## src/verilog/deparser_defines.svh

```systemverilog
`ifndef DEPARSER_DEFINES_SVH
`define DEPARSER_DEFINES_SVH

// segment and head geometry
`define SEG_BYTES 8
`define HEAD_BYTES 16

// phv containers, 2/4/6 byte kinds
`define CONT_PER_KIND 4

// parse-action table
`define NUM_ACTS 4
`define ACT_WIDTH 16
`define TABLE_DEPTH 32

`define VLAN_WIDTH 12

// 4*(2+4+6) bytes of containers plus the discard flag
`define PHV_WIDTH 385
`define DISCARD_BIT 384

// id carried in the control address beat
`define DEPARSER_MOD_ID 3'b101

`endif

```

## src/verilog/deparser_pkg.sv

```systemverilog
`default_nettype none

`include "deparser_defines.svh"

package deparser_pkg;

	typedef logic [`SEG_BYTES*8-1:0] seg_data_t;
	typedef logic [`SEG_BYTES-1:0] seg_keep_t;
	typedef logic [`HEAD_BYTES*8-1:0] head_data_t; // byte k at bits 8k+7:8k
	typedef logic [`HEAD_BYTES-1:0] head_keep_t;
	typedef logic [`HEAD_BYTES/`SEG_BYTES-1:0] head_last_t;
	typedef logic [`PHV_WIDTH-1:0] phv_t;
	typedef logic [`VLAN_WIDTH-1:0] vlan_id_t;
	typedef logic [$clog2(`TABLE_DEPTH)-1:0] table_addr_t;
	typedef logic [`NUM_ACTS*`ACT_WIDTH-1:0] act_entry_t; // action 0 on top
	typedef logic [`ACT_WIDTH-1:0] parse_act_t;
	typedef logic [1:0] field_kind_t; // 01/10/11 = 2/4/6 bytes
	typedef logic [47:0] field_val_t;
	typedef logic [6:0] byte_off_t;

	typedef enum logic [3:0] {IDLE, WAIT_RAM, START, PATCH, FLUSH_SEG0, FLUSH_SEG1,
		FLUSH_BODY, DROP_HEAD, DROP_BODY} depar_state_t;
	typedef enum logic [1:0] {WAIT_HDR, WAIT_ADDR, WAIT_DATA, FLUSH_REST} ctrl_state_t;
	typedef enum logic [1:0] {SEL_SEG0, SEL_SEG1, SEL_BODY} out_sel_t;

endpackage

`default_nettype wire

```

## src/verilog/field_extract.sv

```systemverilog
`timescale 1ns/1ps
`default_nettype none

`include "deparser_defines.svh"

module field_extract
	import deparser_pkg::*;
(
	input wire clk,
	input wire aresetn,
	input wire extract_en,
	input wire phv_t phv,
	input wire parse_act_t act,
	output field_val_t val,
	output field_kind_t kind,
	output byte_off_t offset
);

	localparam int BASE_4B = `CONT_PER_KIND * 16;
	localparam int BASE_6B = BASE_4B + `CONT_PER_KIND * 32;

	logic [1:0] idx;
	field_val_t left, ordered;

	assign idx = act[4:3];

	// container left-aligned, then flipped so val byte 0 is the field msb
	always_comb begin
		left = '0;
		case (act[2:1])
			2'b01: left[47:32] = phv[16*idx +: 16];
			2'b10: left[47:16] = phv[BASE_4B + 32*idx +: 32];
			2'b11: left = phv[BASE_6B + 48*idx +: 48];
			default: left = '0;
		endcase
		for (int j = 0; j < 6; j++)
			ordered[8*j +: 8] = left[8*(5-j) +: 8];
	end

	always_ff @(posedge clk) begin
		if (!aresetn)
			kind <= 2'b00;
		else if (extract_en)
			kind <= act[0] ? act[2:1] : 2'b00; // invalid action patches nothing
	end

	always_ff @(posedge clk) begin
		if (extract_en) begin
			val <= ordered;
			offset <= act[12:6];
		end
	end

endmodule

`default_nettype wire

```

## config.mk

```make
export PLATFORM = sky130hd
export DESIGN_NAME = field_extract
export DESIGN_NICKNAME = d
export VERILOG_FILES = /design/src/verilog/deparser_pkg.sv /design/src/verilog/field_extract.sv
export VERILOG_INCLUDE_DIRS = /design/src /design/src/verilog
export SDC_FILE = /design/constraint.sdc
export NUM_CORES = 1
export LEC_CHECK = 0
export BUFFER_PORTS_ARGS = -buffer_cell sky130_fd_sc_hd__buf_2
export CORE_AREA = 2 2 179 181
export DETAILED_ROUTE_END_ITERATION = 16
export DIE_AREA = 0 0 181 183
export PLACE_DENSITY = 0.48
export REMOVE_ABC_BUFFERS = 1
export SLEW_MARGIN = 5
export SYNTH_ARGS = -nofsm -noshare
export SYNTH_HDL_FRONTEND = slang
export SYNTH_SLANG_ARGS = --single-unit
```

## constraint.sdc

```tcl
create_clock -name clk -period 1.85 [get_ports clk]
set_input_delay 0.555 -clock clk [delete_from_list [all_inputs] [get_ports clk]]
set_output_delay 0.555 -clock clk [all_outputs]
set_load 0.02 [all_outputs]
```

---- Word level (Yosys, flattened, before mapping) ----
Index checks and enable logic that the tools add are counted.
operators by class
  add/sub/neg operators ................... 2
  multiply operators ...................... 1
  equality and inequality tests ........... 3
  shift-type cells ........................ 3
  muxes and demuxes ....................... 3
operator list
  kind                                                 number
  indexed part select 385 x 10 -> 48 bit               1
  indexed part select 385 x 7 -> 16 bit                1
  indexed part select 385 x 9 -> 32 bit                1
  one-hot mux 16 bit (3 select lines)                  1
  one-hot mux 16 bit (2 select lines)                  1
  adder 8 x 8 -> 9 bit, first input constant           1
  adder 7 x 7 -> 8 bit, first input constant           1
  equality test 2 bit, second input constant           2
  multiplier 2 x 2 -> 4 bit, first input constant      1
  equality test 2 x 1 -> 1 bit, second input constant  1
  two-way mux 2 bit                                    1
storage, ports and cells
  flip-flop bits (word level) ............. 57
  input bits .............................. 404
  output and inout port bits .............. 57
  word-level logic and storage cells ...... 16

---- Longest topological paths before layout ----
  word-level depth ........................ 4
  mapped depth ............................ 6
  depth with buffers taken out ............ 3

---- Worst setup path before layout ----
No wires, ideal clock.
  path kind ............................... input port to flip-flop
  start point ............................. input port act[3]
  end point ............................... register val[8] (data pin)
  setup time .............................. 259 ps
  data arrival time ....................... 1,695 ps
  required time ........................... 1,591 ps
  setup slack ............................. -104 ps
  cell stages on the path ................. 5
  path buffers ............................ 2
  path through ............................ buf_6 > buf_2 > mux4_2 > a22oi_1 > nand2_1
between the ends
  cells in the longest elaborated chain, start to end .. 4
  elaborated cells between the ends (all ways) .. 7
  classes of those cells .................. add/sub: 2; mul: 1; shift: 3; mux: 1
ends and longest elaborated chain
  item                                     RTL line             source
  from (decl)                              field_extract.sv:13  input wire parse_act_t act,
  multiplier 2 x 2 -> 4 bit                field_extract.sv:33  2'b11: left = phv[BASE_6B + 48*idx +: 48];
  adder 8 x 8 -> 9 bit                     field_extract.sv:33
  indexed part select 385 x 10 -> 48 bit   field_extract.sv:33
  one-hot mux 16 bit (3 select lines) (*)  field_extract.sv:30  case (act[2:1])
  net left[32]                             field_extract.sv:23  field_val_t left, ordered;
  to (signal assigned)                     field_extract.sv:49  val <= ordered;
  to (decl)                                field_extract.sv:14  output field_val_t val,
The timed path passes the listed nets; every way through them passes the cells marked *.
A chain may end at the register's enable or synchronous reset.

---- Final worst setup path ----
  start point ............................. input port act[3]
  end point ............................... register val[47] (data pin)
between the ends
  cells in the longest elaborated chain, start to end .. 3
ends and longest elaborated chain
  item                                    RTL line
  multiplier 2 x 2 -> 4 bit               field_extract.sv:33
  adder 8 x 8 -> 9 bit                    field_extract.sv:33
  indexed part select 385 x 10 -> 48 bit  field_extract.sv:33
Every way passes these cells.

==> results_dict.tcl <==
set metrics [dict create \
    hpwl_um 18200 \
    worstPathArrival_ns 1.80 \
    grt_pass1_wl_um 30300 \
    final-max-slew-violation-count 0 \
    start_util 0.151 \
    cts.hold.buffers_added 0 \
    setup_violations 0 \
    cts.htree.levels 3 \
    drive_above_1_share 0.789 \
    fp.dieH_um 183 \
    fmax_mhz 583 \
    tightest_slew_ns 0.348 \
    gp_congestion 0.831 \
    path_class "in2reg" \
    holdWs_ns 0.397 \
    clockBufferDepth 2 \
    drt_iter0_drc 156 \
    route.detailed.drc 0 \
    postPlaceCellArea_mm2 0.00778 \
    yosysWarnings 0 \
    final_common_cell "buf_2" \
    core_area_mm2 0.0312 \
    worstHoldStart "act[7]" \
    r2r-end "kind[0]" \
    relSlewSlack 0.768 \
    synth_area_mm2 0.00472 \
    wl_per_cell_um 17.9 \
    hold_depth 1 \
    power_density_mw_per_mm2 594 \
    fp.dieW_um 181 \
    root_buffer "clkbuf_16" \
    r2r-start "kind[0]" \
    final_cell_mix "452 x buf_2, 96 x mux4_2, 55 x edfxtp_1" \
    synth_sequential_area_ratio 0.358 \
    antenna_found_initial 5 \
    dp_slack_ns -0.237 \
    ys_ff_latch 57 \
    cp.required_ns 1.94 \
    leakage_nw 3.67 \
    syn_inst 291 \
    synthTopCellsByArea "mux4_2 46%, edfxtp_1 35%, mux2i_1 3.4%" \
    status "complete, no violations" \
    grtUsageMet2 0.220 \
    grt_usage 0.123 \
    finalClockSkew_ns 0 \
    clkTransAtPathRegs_ns 0.06 \
    cts_tree "yes" \
    critPathMaxFanout 33 \
    dr.pass1.iters 4 \
    setup_tns_ns 0 \
    seq_area_mm2 0.00169 \
    met3_usage 0.0344 \
    reg2reg_depth 2 \
    rsz0062_at_grt "no" \
    postCtsResizedCells 0 \
    yosys.area.top_type "mux4_2" \
    syn_area_per_cell_um2 16.2 \
    hold_violations 0 \
    ir_drop_v 0.000441 \
    clkSinkCount 57 \
    grt_max_degree 47 \
    utilization 0.258 \
    synth_cell_types 17 \
    wl_um 21000 \
    grt.overflow.total 0 \
    fin_area_mm2 0.00807 \
    die-area_mm2 0.0331 \
    vias_per_cell 4.14 \
    drt.antenna.violating_nets 0 \
    multi_input_area_mm2 0.00283 \
    hp-class "in2reg" \
    dr_total_vias 4867 \
    use_met1 0.143 \
    crit_path_start_kind "input pin" \
    post_cts_buffers 0 \
    io_pins 461 \
    hold-path-endpoint "offset[1]" \
    rows 65 \
    top_usage_layer "met2" \
    clkLatencyLatePin_ns 0.33 \
    synth.top_cell.area_share 0.458 \
    setup_ws_ns 0.136 \
    fin_nets 1172 \
    cts_buffers 9 \
    worstSetupEndpointType "flop" \
    grt_pass1_vias 5149 \
    fin_crit_ns 1.71 \
    portBuffers 455 \
    nFillCells 3378 \
    period_share 0.926 \
    r2r_slack_ns 1.28 \
    maxCapViolCount 0 \
    syn2layout_area_growth_pct 70.9 \
]
## layer usage
layer | routed length [um] | part of all wire | up-vias
met5 | 12 | 0.00057 | -
met4 | 282 | 0.013 | 2
met3 | 1670 | 0.079 | 16
met2 | 10900 | 0.52 | 255
met1 | 8180 | 0.39 | 2393
li1 | - | - | 2201
## kinds of logic after synthesis
kind of cell | share of synthesized area
muxes | 0.492
buffers and inverters | 0.0443
DFF | 0.358
AOI/OAI and AO/OA | 0.0286
and+or+nand+nor | 0.0766
## registers in the layout, summed over array words and instances (netlist names)
register	count
val	48
offset	7
kind	2
## power by group
part	total (mW)	internal [mW]	leakage, nW	switching, mW
registers	1.59	1.56	0.547	0.0316
logic	1.51	0.859	2.99	0.651
clock network	1.69	1.03	0.136	0.664
total	4.79	3.44	3.67	1.35
## layout make-up
type / count / share of cell area
clock buffer: 9 / 0.0279
timing repair buffer: 499 / 0.342
sequential: 57 / 0.210
antenna: 2 / 0.000620
multi-input combinational: 201 / 0.350
clock inverter: 7 / 0.00760
tap: 402 / 0.0623
## how the worst max path moves through the flow
stage	slack, ns	start	to	depth (start not counted)
finish	0.14	act[3]	val[47]	5
global route	0.06	act[3]	val[13]	5
CTS	0.13	act[3]	val[47]	5
detailed placement	-0.24	act[3]	val[47]	5
global placement	-0.23	act[3]	val[47]	5
floorplan	0.31	act[2]	val[10]	3
## critical path, stage by stage
cell	delay, ns
buf_6	0.12
buf_12	0.24
buf_4	0.19
mux4_2	0.48
and2_1	0.16
## stage by stage
stage,std cells,total power [mW]
5_1_grt,1177,5.05
3_3_place_gp,1159,3.14
3_5_place_dp,1159,3.16
2_1_floorplan,258,2.26
4_1_cts,1175,4.92
6_report,1177,4.79
## synthesized netlist by cell type (all sizes together)
| cell type | count |
|---|---|
| mux4 | 96 |
| edfxtp | 55 |
| nand2 | 32 |
| buf | 21 |
| nor2b | 18 |
| and2 | 17 |
| a22oi | 16 |
| mux2i | 16 |
| clkbuf | 12 |
| a21boi | 2 |
| dfxtp | 2 |
| nand2b | 2 |
| nand3 | 2 |
Note: power is estimated with default switching activity, not from simulation.
