<file path="config.mk">
export PLATFORM = sky130hd
export DESIGN_NAME = deparse_fsm
export DESIGN_NICKNAME = d
export VERILOG_FILES = /design/src/verilog/deparser_pkg.sv /design/src/verilog/deparse_fsm.sv
export VERILOG_INCLUDE_DIRS = /design/src /design/src/verilog
export SDC_FILE = /design/constraint.sdc
export NUM_CORES = 1
export LEC_CHECK = 0
export ABC_AREA = 1
export BUFFER_PORTS_ARGS = -buffer_cell sky130_fd_sc_hd__buf_2
export CORE_AREA = 2 2 39 41
export CTS_CLUSTER_SIZE = 12
export DETAILED_ROUTE_END_ITERATION = 10
export DIE_AREA = 0 0 41 43
export PLACE_DENSITY = 0.8
export SLEW_MARGIN = 25
export SYNTH_ARGS = -nofsm -noshare
export SYNTH_HDL_FRONTEND = slang
export SYNTH_SLANG_ARGS = --single-unit
</file>
<file path="constraint.sdc">
create_clock -name clk -period 1.57 [get_ports clk]
set_input_delay 0.157 -clock clk [delete_from_list [all_inputs] [get_ports clk]]
set_output_delay 0.157 -clock clk [all_outputs]
set_load 0.02 [all_outputs]
</file>
<file path="src/verilog/deparser_defines.svh">
`ifndef DEPARSER_DEFINES_SVH
`define DEPARSER_DEFINES_SVH

// segment and head geometry
`define SEG_BYTES 8
`define HEAD_BYTES 16

// phv containers, 2/4/6 byte kinds
`define CONT_PER_KIND 4

// parse-action table
`define NUM_ACTS 4
`define ACT_WIDTH 16
`define TABLE_DEPTH 32

`define VLAN_WIDTH 12

// 4*(2+4+6) bytes of containers plus the discard flag
`define PHV_WIDTH 385
`define DISCARD_BIT 384

// id carried in the control address beat
`define DEPARSER_MOD_ID 3'b101

`endif

</file>
<file path="src/verilog/deparser_pkg.sv">
`default_nettype none

`include "deparser_defines.svh"

package deparser_pkg;

	typedef logic [`SEG_BYTES*8-1:0] seg_data_t;
	typedef logic [`SEG_BYTES-1:0] seg_keep_t;
	typedef logic [`HEAD_BYTES*8-1:0] head_data_t; // byte k at bits 8k+7:8k
	typedef logic [`HEAD_BYTES-1:0] head_keep_t;
	typedef logic [`HEAD_BYTES/`SEG_BYTES-1:0] head_last_t;
	typedef logic [`PHV_WIDTH-1:0] phv_t;
	typedef logic [`VLAN_WIDTH-1:0] vlan_id_t;
	typedef logic [$clog2(`TABLE_DEPTH)-1:0] table_addr_t;
	typedef logic [`NUM_ACTS*`ACT_WIDTH-1:0] act_entry_t; // action 0 on top
	typedef logic [`ACT_WIDTH-1:0] parse_act_t;
	typedef logic [1:0] field_kind_t; // 01/10/11 = 2/4/6 bytes
	typedef logic [47:0] field_val_t;
	typedef logic [6:0] byte_off_t;

	typedef enum logic [3:0] {IDLE, WAIT_RAM, START, PATCH, FLUSH_SEG0, FLUSH_SEG1,
		FLUSH_BODY, DROP_HEAD, DROP_BODY} depar_state_t;
	typedef enum logic [1:0] {WAIT_HDR, WAIT_ADDR, WAIT_DATA, FLUSH_REST} ctrl_state_t;
	typedef enum logic [1:0] {SEL_SEG0, SEL_SEG1, SEL_BODY} out_sel_t;

endpackage

`default_nettype wire

</file>
<file path="src/verilog/deparse_fsm.sv">
`timescale 1ns/1ps
`default_nettype none

module deparse_fsm
	import deparser_pkg::*;
(
	input wire clk,
	input wire aresetn,
	input wire phv_empty,
	input wire discard,
	input wire vlan_empty,
	input wire head_empty,
	input wire head_last_t head_last,
	input wire head_last_t stored_last,
	input wire body_empty,
	input wire body_last,
	input wire out_ready,
	output logic phv_rd_en,
	output logic vlan_rd_en,
	output logic head_rd_en,
	output logic body_rd_en,
	output logic extract_en,
	output logic head_load,
	output logic patch_en,
	output logic out_load,
	output out_sel_t out_sel,
	output logic out_valid
);

	depar_state_t state, state_next;

	always_comb begin
		state_next = state;
		phv_rd_en = 1'b0;
		vlan_rd_en = 1'b0;
		head_rd_en = 1'b0;
		body_rd_en = 1'b0;
		extract_en = 1'b0;
		head_load = 1'b0;
		patch_en = 1'b0;
		out_load = 1'b0;
		out_sel = SEL_SEG0;
		case (state)
			IDLE: if (!vlan_empty) state_next = WAIT_RAM;
			WAIT_RAM: state_next = START; // table read in flight
			START: begin
				if (!head_empty && !phv_empty) begin
					if (discard) begin
						phv_rd_en = 1'b1;
						state_next = DROP_HEAD;
					end else begin
						extract_en = 1'b1;
						head_load = 1'b1;
						state_next = PATCH;
					end
				end
			end
			PATCH: begin
				patch_en = 1'b1;
				state_next = FLUSH_SEG0;
			end
			FLUSH_SEG0: begin
				if (out_ready) begin
					out_load = 1'b1;
					phv_rd_en = 1'b1; // packet inputs retire here
					vlan_rd_en = 1'b1;
					head_rd_en = 1'b1;
					state_next = stored_last[0] ? IDLE : FLUSH_SEG1;
				end
			end
			FLUSH_SEG1: begin
				out_sel = SEL_SEG1;
				if (out_ready) begin
					out_load = 1'b1;
					state_next = stored_last[1] ? IDLE : FLUSH_BODY;
				end
			end
			FLUSH_BODY: begin
				out_sel = SEL_BODY;
				if (out_ready && !body_empty) begin
					out_load = 1'b1;
					body_rd_en = 1'b1;
					if (body_last) state_next = IDLE;
				end
			end
			DROP_HEAD: begin
				head_rd_en = 1'b1;
				vlan_rd_en = 1'b1;
				state_next = |head_last ? IDLE : DROP_BODY;
			end
			DROP_BODY: begin
				if (!body_empty) begin
					body_rd_en = 1'b1;
					if (body_last) state_next = IDLE;
				end
			end
			default: state_next = IDLE;
		endcase
	end

	always_ff @(posedge clk) begin
		if (!aresetn) begin
			state <= IDLE;
			out_valid <= 1'b0;
		end else begin
			state <= state_next;
			out_valid <= out_load; // data regs load on the same edge
		end
	end

endmodule

`default_nettype wire

</file>
# Word level (Yosys, flattened, before mapping)
# Cells that the tools add are included.
# totals
reg_bits	5
in_bits	13
# op_classes
eq_ne	14
n_mux	26
n_reduce_logical	9
# ops
operator	count
one-hot mux 4 bit (9 select lines)	1
2-to-1 mux 4 bit	8
== test 4 x 3 -> 1 bit (second input constant)	4
!= test 2 bit (second input constant)	6
2-to-1 mux 1 bit	9
2-to-1 mux 3 bit	3
== test 4 x 2 -> 1 bit (second input constant)	2
one-hot mux 1 bit (2 select lines)	4
AND reduction 6 bit	1
== test 4 x 1 -> 1 bit (second input constant)	1
== test 4 bit (second input constant)	1
logical NOT 4 bit	1
one-hot mux 2 bit (2 select lines)	1
OR reduction 2 bit	2
logical NOT 1 bit	3
logical AND 1 bit	2

# Depth between registers and ports, before layout
# depth
word_depth	4
depth_mapped	9
ltp_nobuf	9

# Worst setup path after synthesis
# Ideal clock, no wire load.
# synth_path
path_kind	register to output
from	reg state[3]
to	out head_load
arrival_time_ns	1.647
required_time_ns	1.413
slack_ns	-0.234
path_stages_with_launch	5
path_buffers	1
cell_sequence	dfxtp_1 -> nor2_2 -> inv_1 -> nor4_1 -> buf_4
# synth_between
elab_chain_len	2
# synth_rtl
item	line	source
from (decl)	deparse_fsm.sv:30	depar_state_t state, state_next;
from (signal assigned)	deparse_fsm.sv:106	state <= state_next;
== test 4 x 2 -> 1 bit	n/a	
2-to-1 mux 1 bit	n/a	
to (decl)	deparse_fsm.sv:23	output logic head_load,
# No other way between the ends.

# Worst setup path after layout
# layout_path
from	reg state[2]
to	out head_rd_en
# layout_between
elab_chain_len	2
# layout_rtl
item	line	source
== test 4 x 3 -> 1 bit	deparse_fsm.sv:43	case (state)
one-hot mux 1 bit (2 select lines) *	deparse_fsm.sv:43	
to (decl)	deparse_fsm.sv:20	output logic head_rd_en,
# Mark *: on every way between the ends. The rest lies on a longest branch, timed or not.

==> run summary <==
final hold violations: 0
Gate power share: 0.616
crit path time final: 1.45 ns
max_slew headroom: 0.842
Leak: 0.424 nW
clock tree root driver cell: clkbuf_4
critical path launch point type: register
drt drc: 0
leading area contributor after synthesis: dfxtp_1
Clk pwr share: 0.151
PwrDens: 1360 mW/mm²
floorplan core area: 0.00138 mm²
Worst Path Max Fanout: 6
DRT iter0 DRCs: 17
Final nets: 130
# IOs: 24
Crit Path Category: register to output port
CP required: 1.41 ns
Int Pwr: 0.489 mW
Worst Skew: 0.00107 ns
share of the synthesized area in the top cell type: 0.183
Sink Count: 5
sw power: 0.503 mW
placement row count: 14
die area: 0.00176 mm²
share of power burned in registers: 0.234
Mapped Cells: 89
FILL cells: 157
antenna viol nets, final: 0
Vias: 625
yosys warns: 0
top cells by area, synth: dfxtp_1, nand2_1, nand3_2
Distinct cells, synth: 19
Slew Limit Fails: 0
Worst Path Arrival: 1.30 ns
hold_ws: 0.164 ns
Worst-Margin Slew: 0.237 ns
clock tree buffer depth: 2
Clock Latency Late Sink: 0.24 ns
Sw Ratio: 0.507
Post-Route WL: 1310 µm
Critical Path Sink Type: output port
commonest cells after routing, fill and taps aside: buf_2, nand2_1, inv_1, nor2_1, nand3_1
Final Instance Count excl. Fillers: 132
number of placed instances, taps included: 126
Seq/Total Area, Yosys: 0.183
unrepaired setup endpoints after global routing: true
# diodes: 0
worst vdd ir: 0.000630 V
first-pass GRT wire length: 2040 µm
per-cell routed wire length: 9.92 µm
Net Count, Synth: 102
Die Height: 43 µm
clock slew at reported path FFs: 0.04 ns
overall routing resource usage: 0.171
Final setup viols: 0
initial antenna violation count: 0
commonest non-fill, non-tap cell in the layout: buf_2
vias in the first global route: 537
period utilization: 0.927
Num CTS Buffers: 3
Avg Inst Size Synth: 6.14 µm²
port bufs: 23
total grt overflow: 0
routability cong.: 0.813
Hold/Removal Path Class: primary input to register
FMAX: 687 MHz
ratio of cells with drive above 1 in the final layout: 0.474
TritonCTS clock tree: built
status: complete, no violations
H-Tree Depth: 1
initial core utilization: 0.395
Synth Register Bits: 5
DP Wirelength: 1080 µm
Area Growth Syn to Fin: 33.6%
Die X: 41 µm
Pre-antenna DRT Iters: 4
max_cap viols: 0
Syn Std Cell Area: 547 µm²
largest net degree at the start of global routing: 8
vias per cell: 4.73
-- cells by family after synthesis --
family	Yosys count	share of synthesized area
AO/OA/AOI/OAI	8	0.0869
buffers and inverters	18	0.137
flip-flops	5	0.183
AND/OR/NAND/NOR	58	0.593
-- registers in the layout, indices dropped and copies added, names as in the netlist --
register / cells
out_valid: 1
state: 4
-- final timing paths --
kind	startpoint	to	slack [ns]	cells after the start
max	state[2]$_SDFFE_PN0P_	head_rd_en	0.12	5
min	aresetn	state[1]$_SDFFE_PN0P_	0.16	3
max reg2reg	state[0]$_SDFFE_PN0P_	state[2]$_SDFFE_PN0P_	0.20	10
min reg2reg	state[1]$_SDFFE_PN0P_	state[1]$_SDFFE_PN0P_	0.53	2
-- critical path, cell delays in order (launching register included) --
cell and delay [ns]:
dfxtp_4 0.37, inv_1 0.09, nor2_4 0.19, nand3_1 0.11, o21ai_0 0.10, buf_2 0.20
-- cell type report --
type / instances / area (µm²) / share of cell area
inverters: 16 / 60.1 / 0.0822
flip-flops and latches: 5 / 106 / 0.146
multi-input cells: 66 / 388 / 0.531
well taps: 16 / 20.0 / 0.0274
repair buffers: 25 / 130 / 0.178
clock buffers: 4 / 26.3 / 0.0360
-- synthesized netlist by cell type --
cell type,n
nand4_1,1
buf_4,2
dfxtp_1,5
nand3_1,9
a21oi_1,1
nor2_4,4
inv_2,3
a21oi_2,2
clkinv_1,1
nand3_2,5
o21ai_0,5
nor4_1,1
nand2_4,1
nand2_2,4
nand3b_1,1
nor2_1,11
inv_1,12
nor2_2,3
nand2_1,18
-- stage by stage --
stage / area, µm² / worst slack, ns / utilization / power (mW) / setup TNS, ns
finish: 731 / 0.115 / 0.528 / 0.992 / 0
global route: 731 / -0.000752 / 0.528 / 1.09 / -0.000825
CTS: 699 / 0.00307 / 0.505 / 0.969 / 0
detailed placement: 673 / 0.270 / 0.486 / 0.811 / 0
global placement: 673 / 0.292 / 0.486 / 0.803 / 0
floorplan: 553 / 0.0525 / - / 0.689 / 0
-- per-layer routing --
| metal | share of wire | routed length, µm | up-vias | track usage |
|---|---|---|---|---|
| li1 | - | - | 333 | - |
| met1 | 0.43 | 568 | 266 | 0.200 |
| met2 | 0.48 | 624 | 24 | 0.269 |
| met3 | 0.079 | 103 | 2 | 0.0524 |
| met4 | 0.0092 | 12 | 0 | 0.0800 |
| met5 | 0 | 0 | - | 0 |
-- power by group through the flow --
| stage | registers (mW) | clock network (mW) | logic (mW) |
|---|---|---|---|
| 2_1_floorplan | 0.218 | 0 | 0.471 |
| 3_3_place_gp | 0.218 | 0 | 0.585 |
| 3_5_place_dp | 0.222 | 0 | 0.590 |
| 4_1_cts | 0.219 | 0.158 | 0.592 |
| 5_1_grt | 0.239 | 0.169 | 0.684 |
| 6_report | 0.232 | 0.149 | 0.611 |
-- timing repair --
action / 4_1_cts / 5_1_grt
resized for setup: 0 / 6
hold buffers: 0 / 0
setup endpoints to repair: 0 / 8
buffers inserted: 0 / 2
(Power assumes the default switching activity.)
