## config.mk

```make
export PLATFORM = sky130hd
export DESIGN_NAME = act_table_loader
export DESIGN_NICKNAME = d
export VERILOG_FILES = /design/src/verilog/deparser_pkg.sv /design/src/verilog/act_table_loader.sv
export VERILOG_INCLUDE_DIRS = /design/src /design/src/verilog
export SDC_FILE = /design/constraint.sdc
export NUM_CORES = 1
export LEC_CHECK = 0
export BUFFER_PORTS_ARGS = -buffer_cell sky130_fd_sc_hd__buf_2
export CAP_MARGIN = 10
export CORE_ASPECT_RATIO = 0.6
export CORE_MARGIN = 2
export CORE_UTILIZATION = 45
export DETAILED_ROUTE_END_ITERATION = 6
export MAX_ROUTING_LAYER = met4
export PLACE_DENSITY_LB_ADDON = 0.05
export SLEW_MARGIN = 20
export SYNTH_ARGS = -nofsm -noshare
export SYNTH_HDL_FRONTEND = slang
export SYNTH_SLANG_ARGS = --single-unit
```

## constraint.sdc

```tcl
create_clock -name clk -period 4.1 [get_ports clk]
set_input_delay 0.41 -clock clk [delete_from_list [all_inputs] [get_ports clk]]
set_output_delay 0.41 -clock clk [all_outputs]
set_load 0.03 [all_outputs]
```

## src/verilog/deparser_defines.svh

```systemverilog
`ifndef DEPARSER_DEFINES_SVH
`define DEPARSER_DEFINES_SVH

// segment and head geometry
`define SEG_BYTES 8
`define HEAD_BYTES 16

// phv containers, 2/4/6 byte kinds
`define CONT_PER_KIND 4

// parse-action table
`define NUM_ACTS 4
`define ACT_WIDTH 16
`define TABLE_DEPTH 32

`define VLAN_WIDTH 12

// 4*(2+4+6) bytes of containers plus the discard flag
`define PHV_WIDTH 385
`define DISCARD_BIT 384

// id carried in the control address beat
`define DEPARSER_MOD_ID 3'b101

`endif

```

## src/verilog/deparser_pkg.sv

```systemverilog
`default_nettype none

`include "deparser_defines.svh"

package deparser_pkg;

	typedef logic [`SEG_BYTES*8-1:0] seg_data_t;
	typedef logic [`SEG_BYTES-1:0] seg_keep_t;
	typedef logic [`HEAD_BYTES*8-1:0] head_data_t; // byte k at bits 8k+7:8k
	typedef logic [`HEAD_BYTES-1:0] head_keep_t;
	typedef logic [`HEAD_BYTES/`SEG_BYTES-1:0] head_last_t;
	typedef logic [`PHV_WIDTH-1:0] phv_t;
	typedef logic [`VLAN_WIDTH-1:0] vlan_id_t;
	typedef logic [$clog2(`TABLE_DEPTH)-1:0] table_addr_t;
	typedef logic [`NUM_ACTS*`ACT_WIDTH-1:0] act_entry_t; // action 0 on top
	typedef logic [`ACT_WIDTH-1:0] parse_act_t;
	typedef logic [1:0] field_kind_t; // 01/10/11 = 2/4/6 bytes
	typedef logic [47:0] field_val_t;
	typedef logic [6:0] byte_off_t;

	typedef enum logic [3:0] {IDLE, WAIT_RAM, START, PATCH, FLUSH_SEG0, FLUSH_SEG1,
		FLUSH_BODY, DROP_HEAD, DROP_BODY} depar_state_t;
	typedef enum logic [1:0] {WAIT_HDR, WAIT_ADDR, WAIT_DATA, FLUSH_REST} ctrl_state_t;
	typedef enum logic [1:0] {SEL_SEG0, SEL_SEG1, SEL_BODY} out_sel_t;

endpackage

`default_nettype wire

```

## src/verilog/act_table_loader.sv

```systemverilog
`timescale 1ns/1ps
`default_nettype none

`include "deparser_defines.svh"

module act_table_loader
	import deparser_pkg::*;
(
	input wire clk,
	input wire aresetn,
	input wire seg_data_t ctrl_data,
	input wire ctrl_valid,
	input wire ctrl_last,
	output logic wr_en,
	output table_addr_t wr_addr,
	output act_entry_t wr_data
);

	ctrl_state_t state;
	act_entry_t data_rev;

	// beat byte 0 lands in the entry msb
	always_comb begin
		for (int i = 0; i < `SEG_BYTES; i++)
			data_rev[8*i +: 8] = ctrl_data[8*(`SEG_BYTES-1-i) +: 8];
	end

	always_ff @(posedge clk) begin
		if (!aresetn) begin
			state <= WAIT_HDR;
			wr_en <= 1'b0;
		end else begin
			wr_en <= 1'b0;
			if (ctrl_valid) begin
				case (state)
					WAIT_HDR: if (!ctrl_last) state <= WAIT_ADDR;
					WAIT_ADDR: begin
						if (ctrl_data[2:0] == `DEPARSER_MOD_ID && !ctrl_last)
							state <= WAIT_DATA;
						else
							state <= ctrl_last ? WAIT_HDR : FLUSH_REST; // not ours
					end
					WAIT_DATA: begin
						wr_en <= 1'b1;
						state <= ctrl_last ? WAIT_HDR : FLUSH_REST;
					end
					FLUSH_REST: if (ctrl_last) state <= WAIT_HDR;
				endcase
			end
		end
	end

	always_ff @(posedge clk) begin
		if (ctrl_valid && state == WAIT_ADDR)
			wr_addr <= ctrl_data[8 +: $bits(table_addr_t)];
		if (ctrl_valid && state == WAIT_DATA)
			wr_data <= data_rev;
	end

endmodule

`default_nettype wire

```

After elaboration in Yosys (flattened, before gate mapping)
Cells that the tools add are included.

Flip-flop bits (word level): 72. Input bits: 68. Output and inout bits: 70. Logic and storage cells: 23.

Eq/ne operators: 6. Multiplexer cells: 6. Reductions and logical operators: 7.

Operator list (number): 2-bit two-way mux (4); 2-bit one-hot mux with 4 select lines (1); 2-bit equality test (second input constant) (2); 2-bit inequality test (second input constant) (2); 3-bit equality test (second input constant) (1); 1-bit logical AND (3); 3-bit AND reduction (1); 2-bit by 1-bit equality test with 1-bit output (second input constant) (1); 2-bit zero test (1); 2-bit AND reduction (1); 1-bit zero test (1); 1-bit two-way mux (1).

Logic depth before layout (Yosys ltp)
Gate-level depths: netlist of the first run.

Depth after elaboration: 4. Mapped depth: 2. Depth with buffers taken out: 2.

Worst setup path after synthesis of the first run
No wires, ideal clock.

Kind: input port to flip-flop. From: in ctrl_valid. To: reg wr_data[0], enable pin. Setup time: 430 ps. Arrival: 1972 ps. Required time: 3670 ps. Setup slack: 1699 ps. Stages on the path: 1. Buffers on the path: 0. Cell sequence: and3b_1.

Longest elaborated chain between the ends: 1.

RTL lines: from (decl) (line act_table_loader.sv:12) `input wire ctrl_valid,`; 1-bit logical AND (line act_table_loader.sv:56) `if (ctrl_valid && state == WAIT_DATA)`; to (signal assigned) (line act_table_loader.sv:57) `wr_data <= data_rev;`; to (decl) (line act_table_loader.sv:16) `output act_entry_t wr_data`.

No other way between the ends. A chain may end at the register's enable or synchronous reset.

Final worst setup path of the first run
From: reg state[0]. To: reg wr_data[32], enable pin.

Longest elaborated chain between the ends: 2.

RTL lines: from (decl) (line act_table_loader.sv:19) `ctrl_state_t state;`; from (signal assigned) (line act_table_loader.sv:41) `state <= ctrl_last ? WAIT_HDR : FLUSH_REST;`; from (signal assigned) (line act_table_loader.sv:45) `state <= ctrl_last ? WAIT_HDR : FLUSH_REST;`; 2-bit equality test (line act_table_loader.sv:56); 1-bit logical AND (line act_table_loader.sv:56).

No other way between the ends.

==> results of run 1 <==
==> cell usage in the layout, fill, tap and decap left out, drive strengths merged <==
cell type,instances
nor2b,1
o221a,1
and3b,1
clkinv,4
buf,138
dfxtp,3
inv,1
bufinv,2
clkbuf,9
a21boi,1
nand3b,2
and2,1
edfxtp,69
clkinvlp,1
a21oi,1
==> cell type report <==
type / count / share of cell area (%)
Clock buffer: 9 / 3.896
Clock inverter: 7 / 2.715
Inverter: 1 / 0.1181
Multi-Input combinational cell: 8 / 1.928
Sequential cell: 72 / 67.06
Tap cell: 63 / 2.479
Timing Repair Buffer: 138 / 21.80
==> per-layer routing <==
metal	vias to the layer above	routed length (um)	global-route usage, %
met5	-	0	-
met4	0	55	8.075
met3	6	507	8.973
met2	82	1956	22.76
met1	601	1565	18.68
li1	622	-	-
==> cells in the mapped netlist (all sizes together) <==
library cell,count
o221a,1
and2,1
nor2b,1
and3b,1
nand3b,2
a21boi,1
edfxtp,69
a21oi,1
dfxtp,3
inv,1
==> worst max-delay path by stage <==
stage | start | end | slack, ns
floorplan | ctrl_valid | wr_data[0] | 1.70
global placement | ctrl_valid | wr_data[14] | 2.07
detailed placement | ctrl_valid | wr_data[38] | 2.00
CTS | state[0] | wr_data[26] | 2.16
global route | state[0] | wr_data[9] | 2.04
finish | state[0] | wr_data[32] | 2.20
==> power by group through the flow <==
stage | sequential (uW) | clock (uW) | combinational (uW)
after floorplan | 857 | 0 | 7.01
after global placement | 837 | 0 | 66.6
after detailed placement | 837 | 0 | 69.7
after CTS | 821 | 590 | 69.7
after global routing | 822 | 618 | 74.8
final | 821 | 574 | 68.5
==> cell families after synthesis <==
family,count (synthesis)
flops,72
simple gates,5
compound gates,3
buf+inv,1
==> worst max-delay path: stages, from the launching register on <==
cell     delay [ns]
dfxtp_1        0.33
and3b_2        0.77
buf_4          0.45
==> sequential cells by signal, summed over array words and instances (netlist names) <==
name     cells
wr_addr      5
state        2
wr_data     64
wr_en        1
==> stage by stage <==
step	power, uW	setup slack [ns]	hold slack [ns]
6_report	1464	2.197	0.2508
3_5_place_dp	907.0	2.001	0.4946
5_1_grt	1514	2.041	0.2251
3_3_place_gp	903.5	2.072	0.4771
2_1_floorplan	864.3	1.699	0.4644
4_1_cts	1481	2.160	0.2319
==> flow_summary.yaml, run 1 <==
yosys:
  synth_area_um2: 2196
  synthAdderAreaFrac_pct: 0
  yosysWarningCount: 0
  synth_area_leaders: "edfxtp_1 (94%), dfxtp_1 (2.7%), nand3b_1 (0.68%)"
  synth_top_family_by_area: "simple AND/OR/NAND/NOR gates"
  synthXorXnorAreaFrac_pct: 0
  avgSynthCellArea_um2: 27.11
  synth_fp_nets: 149
  synth_mux_area_share_pct: 0
  yosysTopAreaCell: "edfxtp_1"
  synth_cell_types: 10
  synth_simple_gate_area_share_pct: 1.652
  ys_seq_area_share_pct: 97.09
  synth_compound_area_share_pct: 1.083
  ys_ff_latch: 72
  synthCells: 81
  synth.top_cell.area_share_pct: 94.36
layout:
  post-route-util_pct: 68.58
  multi_input_area_um2: 61.31
  antennaDiodeCount: 0
  instances_no_fill: 298
  register_area_um2: 2132
  nets: 298
  drive_gt1_share_pct: 65.96
  fillers: 334
  area_growth_pct: 44.79
  finish.instance_area_um2: 3179
placed_design:
  dp_cells: 282
  portBuffers: 137
  gp_congestion: 0.6891
  post-dp-hpwl_um: 3094
  postPlaceCellArea_um2: 2969
detailed_routing:
  avgViaCountPerCell: 4.399
  firstDrtPassIters: 4
  vias: 1311
  wire_per_inst_um: 13.71
  wl_um: 4085
  dr.first_iter.drc_count: 60
  drc_errors: 0
  antenna_left: 0
sta:
  maxSlewHeadroom_pct: 46.92
  fin_crit_ns: 1.903
  finalMaxSlewViolations: 0
  rsz0062_at_grt: "false"
  hold_violations: 0
  setup_viol: 0
  skew_ns: 0.004291
  fmax_ghz: 0.5254
  setup_tns_ns: 0
  period_share_pct: 46.42
  tightest_slew_ns: 0.7963
power_and_ir_drop:
  p_clk_share_pct: 39.2
  switching_share_pct: 19.01
  p_comb_share_pct: 4.7
  p_int_uw: 1186
  power_switching_uw: 278.3
  power.density_nw_per_um2: 460.4
  ir_drop_uv: 287.6
  leakage_uw: 0.001330
  seqPwrFrac_pct: 56.1
clocking:
  cts-root-buf: "clkbuf_8"
  clockBufferDepth: 2
  clock_latency_ns: 0.33
  path_clk_slew_ns: 0.07
  tritoncts.num_buffers: 9
  cts_htree_levels: 3
  clkSinkCount: 72
  cts_tree: "done"
  ctsResizeCount: 0
  ctsHoldBuffers: 0
  post-cts-setup-buffer-count: 0
min_path:
  holdPathStages: 1
  hold_end: "wr_data[55]"
  hp-start: "ctrl_data[15]"
  hold_path_class: "in2reg"
global_route:
  groute.usage.overall_pct: 16.11
  antenna_found_initial: 0
  grt_max_degree: 39
  grt_pass1_vias: 1245
  grt-ovfl-total: 0
  grt_pass1_wl_um: 5865
die:
  fp.dieW_um: 94.18
  initial_utilization_pct: 47.37
  die_height_um: 58.11
  die_area_um2: 5473
  num_io_pins: 138
  num_rows: 19
  core_um2: 4636
critical_path:
  arrival_ns: 1.91
  worst_setup_path_start_kind: "register"
  rr_worst_depth: 2
  reg2reg_to: "wr_data[32]"
  rr_startpoint: "state[0]"
  critPathRequiredTime_ns: 4.10
  cp-end-kind: "register"
  critical_path_class: "reg2reg"
  worst-r2r-setup-slack_ns: 2.20
  crit_fanout: 38
run:
  max_cap_viol_count: 0
run_status:
  status: "completed"
(Power assumes the default switching activity.)
==> inputs of run 2 (changes only) <==
CORE_UTILIZATION = 37   (was 45)
clock period = 1.5 ns   (was 4.1 ns; I/O delays follow)
==> run 2 against run 1 <==
Net effect: sequential share of layout area decreased by 12 points; die area increased by 20%; setup slack got worse by 1.9 ns; final cell count is 28% higher; critical path type unchanged; largest cell class unchanged.
==> flow_summary.yaml, run 2 (synthesis gave the netlist of run 1 again) <==
layout:
  antennaDiodeCount: 0
  area_growth_pct: 76.92
  largest_registers: "wr_data (64), wr_addr (5), state (2)"
  layout_common_cells: "buf_2 (137), edfxtp_1 (69), dlygate4sd3_1 (64), clkbuf_8 (9), dfxtp_1 (3)"
  largest-register: "wr_data"
  drive_gt1_share_pct: 52.33
  instances_no_fill: 380
  nets: 363
  layout_commonest_cell: "buf_2"
  largest_register_ffs: 64
detailed_routing:
  wire_per_inst_um: 12.89
  wl_um: 4899
  wl_met2_um: 2397
  highest_layer: "met4"
  m1WireLength_um: 1944
  vias: 1566
  drc_errors: 0
  wl_met3_um: 457
  antenna_left: 0
  dr.first_iter.drc_count: 62
  firstDrtPassIters: 4
  avgViaCountPerCell: 4.121
die:
  num_io_pins: 138
  fp.dieW_um: 103.5
  initial_utilization_pct: 38.87
  die_height_um: 63.67
  die_area_um2: 6587
  core_um2: 5649
  num_rows: 21
critical_path:
  critPathSlowestCell: "dfxtp_1"
  crit_fanout: 40
  worst_setup_path_start_kind: "register"
  rr_worst_depth: 2
  arrival_ns: 1.26
  critical_path_class: "reg2reg"
  critPathRequiredTime_ns: 1.52
  worst-path-stages: 2
  cp_top_family: "flip-flops"
  cp_slowest_stage_delay_ns: 0.34
  crit_chain: "and3b_4 -> buf_12"
  cp-end-kind: "register"
  worst-path-buf-inv: 1
sta:
  setup_tns_ns: 0
  hold_violations: 0
  finalMaxSlewViolations: 0
  tightest_slew_ns: 0.2445
  period_share_pct: 82.25
  fmax_ghz: 0.8105
  setup_viol: 0
  maxSlewHeadroom_pct: 83.68
  rsz0062_at_grt: "false"
  skew_ns: 0.009651
  fin_crit_ns: 1.234
clocking:
  tritoncts.num_buffers: 9
  clock_latency_ns: 0.34
  cts-root-buf: "clkbuf_8"
  clkSinkCount: 72
  ctsResizeCount: 0
  cts_tree: "done"
  path_clk_slew_ns: 0.07
  clockBufferDepth: 2
  cts_htree_levels: 3
placed_design:
  portBuffers: 137
  post-dp-hpwl_um: 3276
  gp_congestion: 0.6819
  dp_cells: 300
global_route:
  grt_pass1_vias: 1559
  grt-ovfl-total: 0
  grt_max_degree: 41
  grt_pass1_wl_um: 7093
  antenna_found_initial: 0
  groute.usage.overall_pct: 15.67
run_status:
  status: "completed"
power_and_ir_drop:
  ir_drop_uv: 664.8
  power.density_nw_per_um2: 1081
  leakage_uw: 0.001609
run:
  max_cap_viol_count: 0
min_path:
  holdPathStages: 2
  hold_path_class: "in2reg"
==> run 2: changes by cell type in the layout (fill, tap and decap cells not counted), sizes merged <==
cell	previous run	this run
dlygate4sd3	0	64
clkinv	4	3
buf	138	139
inv	1	2
==> run 2: layout make-up <==
| type | instances | area (um2) |
|---|---|---|
| multi-input cells | 8 | 63.81 |
| repair buffers | 203 | 1366 |
| clock inverters | 7 | 95.09 |
| fillers | 366 | 1764 |
| well taps | 80 | 100.1 |
| inverters | 1 | 3.754 |
| clock buffers | 9 | 123.9 |
| flip-flops and latches | 72 | 2132 |
==> run 2: path summary, 6_finish.rpt <==
kind         slack, ns  startpoint           to
min reg2reg       0.53    state[1]     state[1]
min               0.03     aresetn        wr_en
max               0.27    state[0]  wr_data[15]
max reg2reg       0.27    state[0]  wr_data[15]
==> run 2: report_power, final <==
part           internal, uW  switching, uW
registers              2240           8.54
clock network           938            694
logic                   195            128
total                  3370            831
==> run 2: what timing repair did <==
item	CTS	global route
buffers inserted	0	0
hold endpoints to repair	67	2
endpoints found under the setup margin	0	0
hold buffers	63	1
==> run 2: layer usage <==
metal  vias up  track usage, %
met2        83           24.52
met3        12           7.880
li1        752               -
met5         -               -
met1       719           16.62
met4         0           7.072
==> run 2: per-stage QoR <==
stage | hold slack (ns) | utilization (%) | total power, uW | setup WS (ns) | instance area [um2]
6_report | 0.02915 | 68.77 | 4200 | 0.2662 | 3885
5_1_grt | 0.02244 | 68.77 | 4380 | 0.2239 | 3885
4_1_cts | 0.003376 | 68.59 | 4263 | 0.2605 | 3875
3_5_place_dp | 0.3281 | 53.55 | 2486 | 0.2732 | 3025
3_3_place_gp | 0.3268 | 53.55 | 2477 | 0.3145 | 3025
2_1_floorplan | 0.2489 | - | 2362 | 0.04028 | 2200
==> inputs of run 3 (changes only) <==
ABC_AREA = 1   (was not set)
CORE_UTILIZATION = 42   (was 37)
clock period = 1.15 ns   (was 1.5 ns; I/O delays follow)
==> run 3 against run 2 <==
Net effect: the flow now finishes with violations (setup timing); total power up 30%; clock-buffer cell count unchanged; utilization up 9.9 points; sequential power up 31%; critical path depth up 3.
==> flow_summary.yaml, run 3 <==
detailed_routing:
  dr.first_iter.drc_count: 64
  highest_layer: "met4"
  firstDrtPassIters: 4
  avgViaCountPerCell: 4.348
  wl_um: 5749
  wire_per_inst_um: 15.05
  m1WireLength_um: 2373
  drc_errors: 0
  antenna_left: 0
  wl_met3_um: 380
  wl_met2_um: 2879
  vias: 1661
sta:
  skew_ns: 0.006486
  hold_ws_ns: 0.04652
  setup_viol: 40
  maxSlewHeadroom_pct: 88.07
  rsz0062_at_grt: "true"
  tightest_slew_ns: 0.1801
  setup_slack_ns: -0.01460
  finalMaxSlewViolations: 0
  hold_violations: 0
  period_share_pct: 101.3
  fin_crit_ns: 1.165
  fmax_ghz: 0.8587
critical_path:
  rr_startpoint: "state[0]"
  rr_worst_depth: 5
  reg2reg_to: "wr_data[43]"
  crit_fanout: 21
  worst-r2r-setup-slack_ns: -0.01
  arrival_ns: 1.21
  critical_path_class: "reg2reg"
  critPathRequiredTime_ns: 1.20
  worst_setup_path_start_kind: "register"
  cp-end-kind: "register"
yosys:
  synthXorXnorAreaFrac_pct: 0
  synth_mux_area_share_pct: 0
  yosysTopAreaCell: "edfxtp_1"
  synth.top_cell.area_share_pct: 93.82
  synth_fp_nets: 159
  synthCells: 91
  ys_ff_latch: 72
  synth-async-reset-ratio_pct: 0
  synth_ff_type: "edfxtp_1"
  ys_seq_area_share_pct: 96.54
  synth_compound_area_share_pct: 0.2266
  synth_simple_gate_area_share_pct: 2.380
  synth_area_um2: 2208
  synth_cell_types: 8
  avgSynthCellArea_um2: 24.27
  synthAdderAreaFrac_pct: 0
  synth_common_cells: "edfxtp_1 (69), nand2_1 (5), nor2_1 (5), inv_1 (4)"
  synth_top_family_by_area: "simple AND/OR/NAND/NOR gates"
  yosysMostFrequentCell: "edfxtp_1"
  synth_edf_count: 69
  synth_area_leaders: "edfxtp_1 (94%), dfxtp_1 (2.7%), nand2_1 (0.85%)"
  yosysWarningCount: 0
power_and_ir_drop:
  ir_drop_uv: 834.5
  leakage_uw: 0.001671
  power.density_nw_per_um2: 1376
layout:
  nets: 379
  register_area_um2: 2133
  layout_common_cells: "buf_2 (137), edfxtp_1 (69), dlygate4sd3_1 (64), clkbuf_8 (9)"
  largest-register: "wr_data"
  area_growth_pct: 80.00
  drive_gt1_share_pct: 52.53
  instances_no_fill: 382
  fillers: 293
  largest_register_ffs: 64
  layout_commonest_cell: "buf_2"
  antennaDiodeCount: 0
  multi_input_area_um2: 72.57
  post-route-util_pct: 78.64
  largest_registers: "wr_data (64), wr_addr (5), state (2)"
die:
  fp.dieW_um: 97.61
  core_um2: 5055
  num_rows: 20
  die_height_um: 60.17
  die_area_um2: 5873
  initial_utilization_pct: 43.69
  num_io_pins: 138
min_path:
  hp-start: "aresetn"
  holdPathStages: 3
  hold_path_class: "in2reg"
  hold_end: "state[1]"
clocking:
  cts-root-buf: "clkbuf_8"
  tritoncts.num_buffers: 9
  clkSinkCount: 72
  cts_htree_levels: 3
  path_clk_slew_ns: 0.07
  clock_latency_ns: 0.34
  cts_tree: "done"
  clockBufferDepth: 2
run:
  max_cap_viol_count: 0
run_status:
  status: "complete, but fails checks"
  violations: "setup timing"
placed_design:
  gp_congestion: 0.7498
  dp_cells: 298
  post-dp-hpwl_um: 3432
  portBuffers: 137
global_route:
  grt_max_degree: 25
  grt-ovfl-total: 0
  grt_pass1_vias: 1752
  grt_pass1_wl_um: 8349
  groute.usage.overall_pct: 20.63
  antenna_found_initial: 0
==> run 3: worst max path at each step <==
| stage | startpoint | endpoint | slack (ns) | cells past startpoint |
|---|---|---|---|---|
| floorplan | state[0] | wr_data[0] | -0.65 | 3 |
| finish | state[0] | wr_data[43] | -0.01 | 5 |
| CTS | state[0] | wr_data[22] | -0.02 | 4 |
| global placement | state[0] | wr_data[27] | -0.005 | 4 |
| global route | state[0] | wr_data[57] | -0.05 | 5 |
| detailed placement | state[0] | wr_data[22] | -0.03 | 4 |
==> run 3: where the power goes <==
part	internal, uW	switching [uW]
Sequential	2920	12.8
Combinational	270	194
Clock	1200	873
Total	4390	1080
==> run 3: area by class of cell <==
type                    instances  share of cell area, %
clock buffers                   9                  3.116
inverters                       5                 0.4721
well taps                      66                  2.077
multi-input cells              14                  1.826
clock inverters                 7                  2.172
repair buffers                209                  36.67
flip-flops and latches         72                  53.67
==> run 3: per-layer routing <==
| layer | track usage, % | up-vias |
|---|---|---|
| li1 | - | 786 |
| met1 | 22.95 | 774 |
| met2 | 34.09 | 89 |
| met3 | 7.953 | 12 |
| met4 | 9.127 | 0 |
| met5 | - | - |
==> run 3: kinds of logic after synthesis <==
group                  count (synthesis)
AOI/OAI and AO/OA                      1
buffers and inverters                  5
DFF                                   72
and+or+nand+nor                       13
==> run 3: critical path: stages (launching register included) <==
cell	delay, ns
dfxtp_2	0.33
inv_2	0.07
nand2_4	0.05
nor2_4	0.10
buf_12	0.14
buf_12	0.17
==> run 3: repair_timing <==
action,4_1_cts,5_1_grt
endpoints found under the hold margin,69,0
pin swaps,1,0
endpoints found under the setup margin,64,68
hold buffers,64,0
gates resized for setup,0,2
cloned,0,2
buffers inserted,0,2
==> run 3: metrics by stage <==
| stage | TNS (ns) | setup slack, ns | power [uW] | cell area [um2] |
|---|---|---|---|---|
| global route | -1.639 | -0.04657 | 5669 | 3975 |
| finish | -0.2988 | -0.01460 | 5470 | 3975 |
| detailed placement | -1.306 | -0.03029 | 3261 | 3055 |
| global placement | -0.1097 | -0.005272 | 3246 | 3055 |
| floorplan | -41.50 | -0.6485 | 3091 | 2220 |
| CTS | -0.3682 | -0.01831 | 5498 | 3906 |
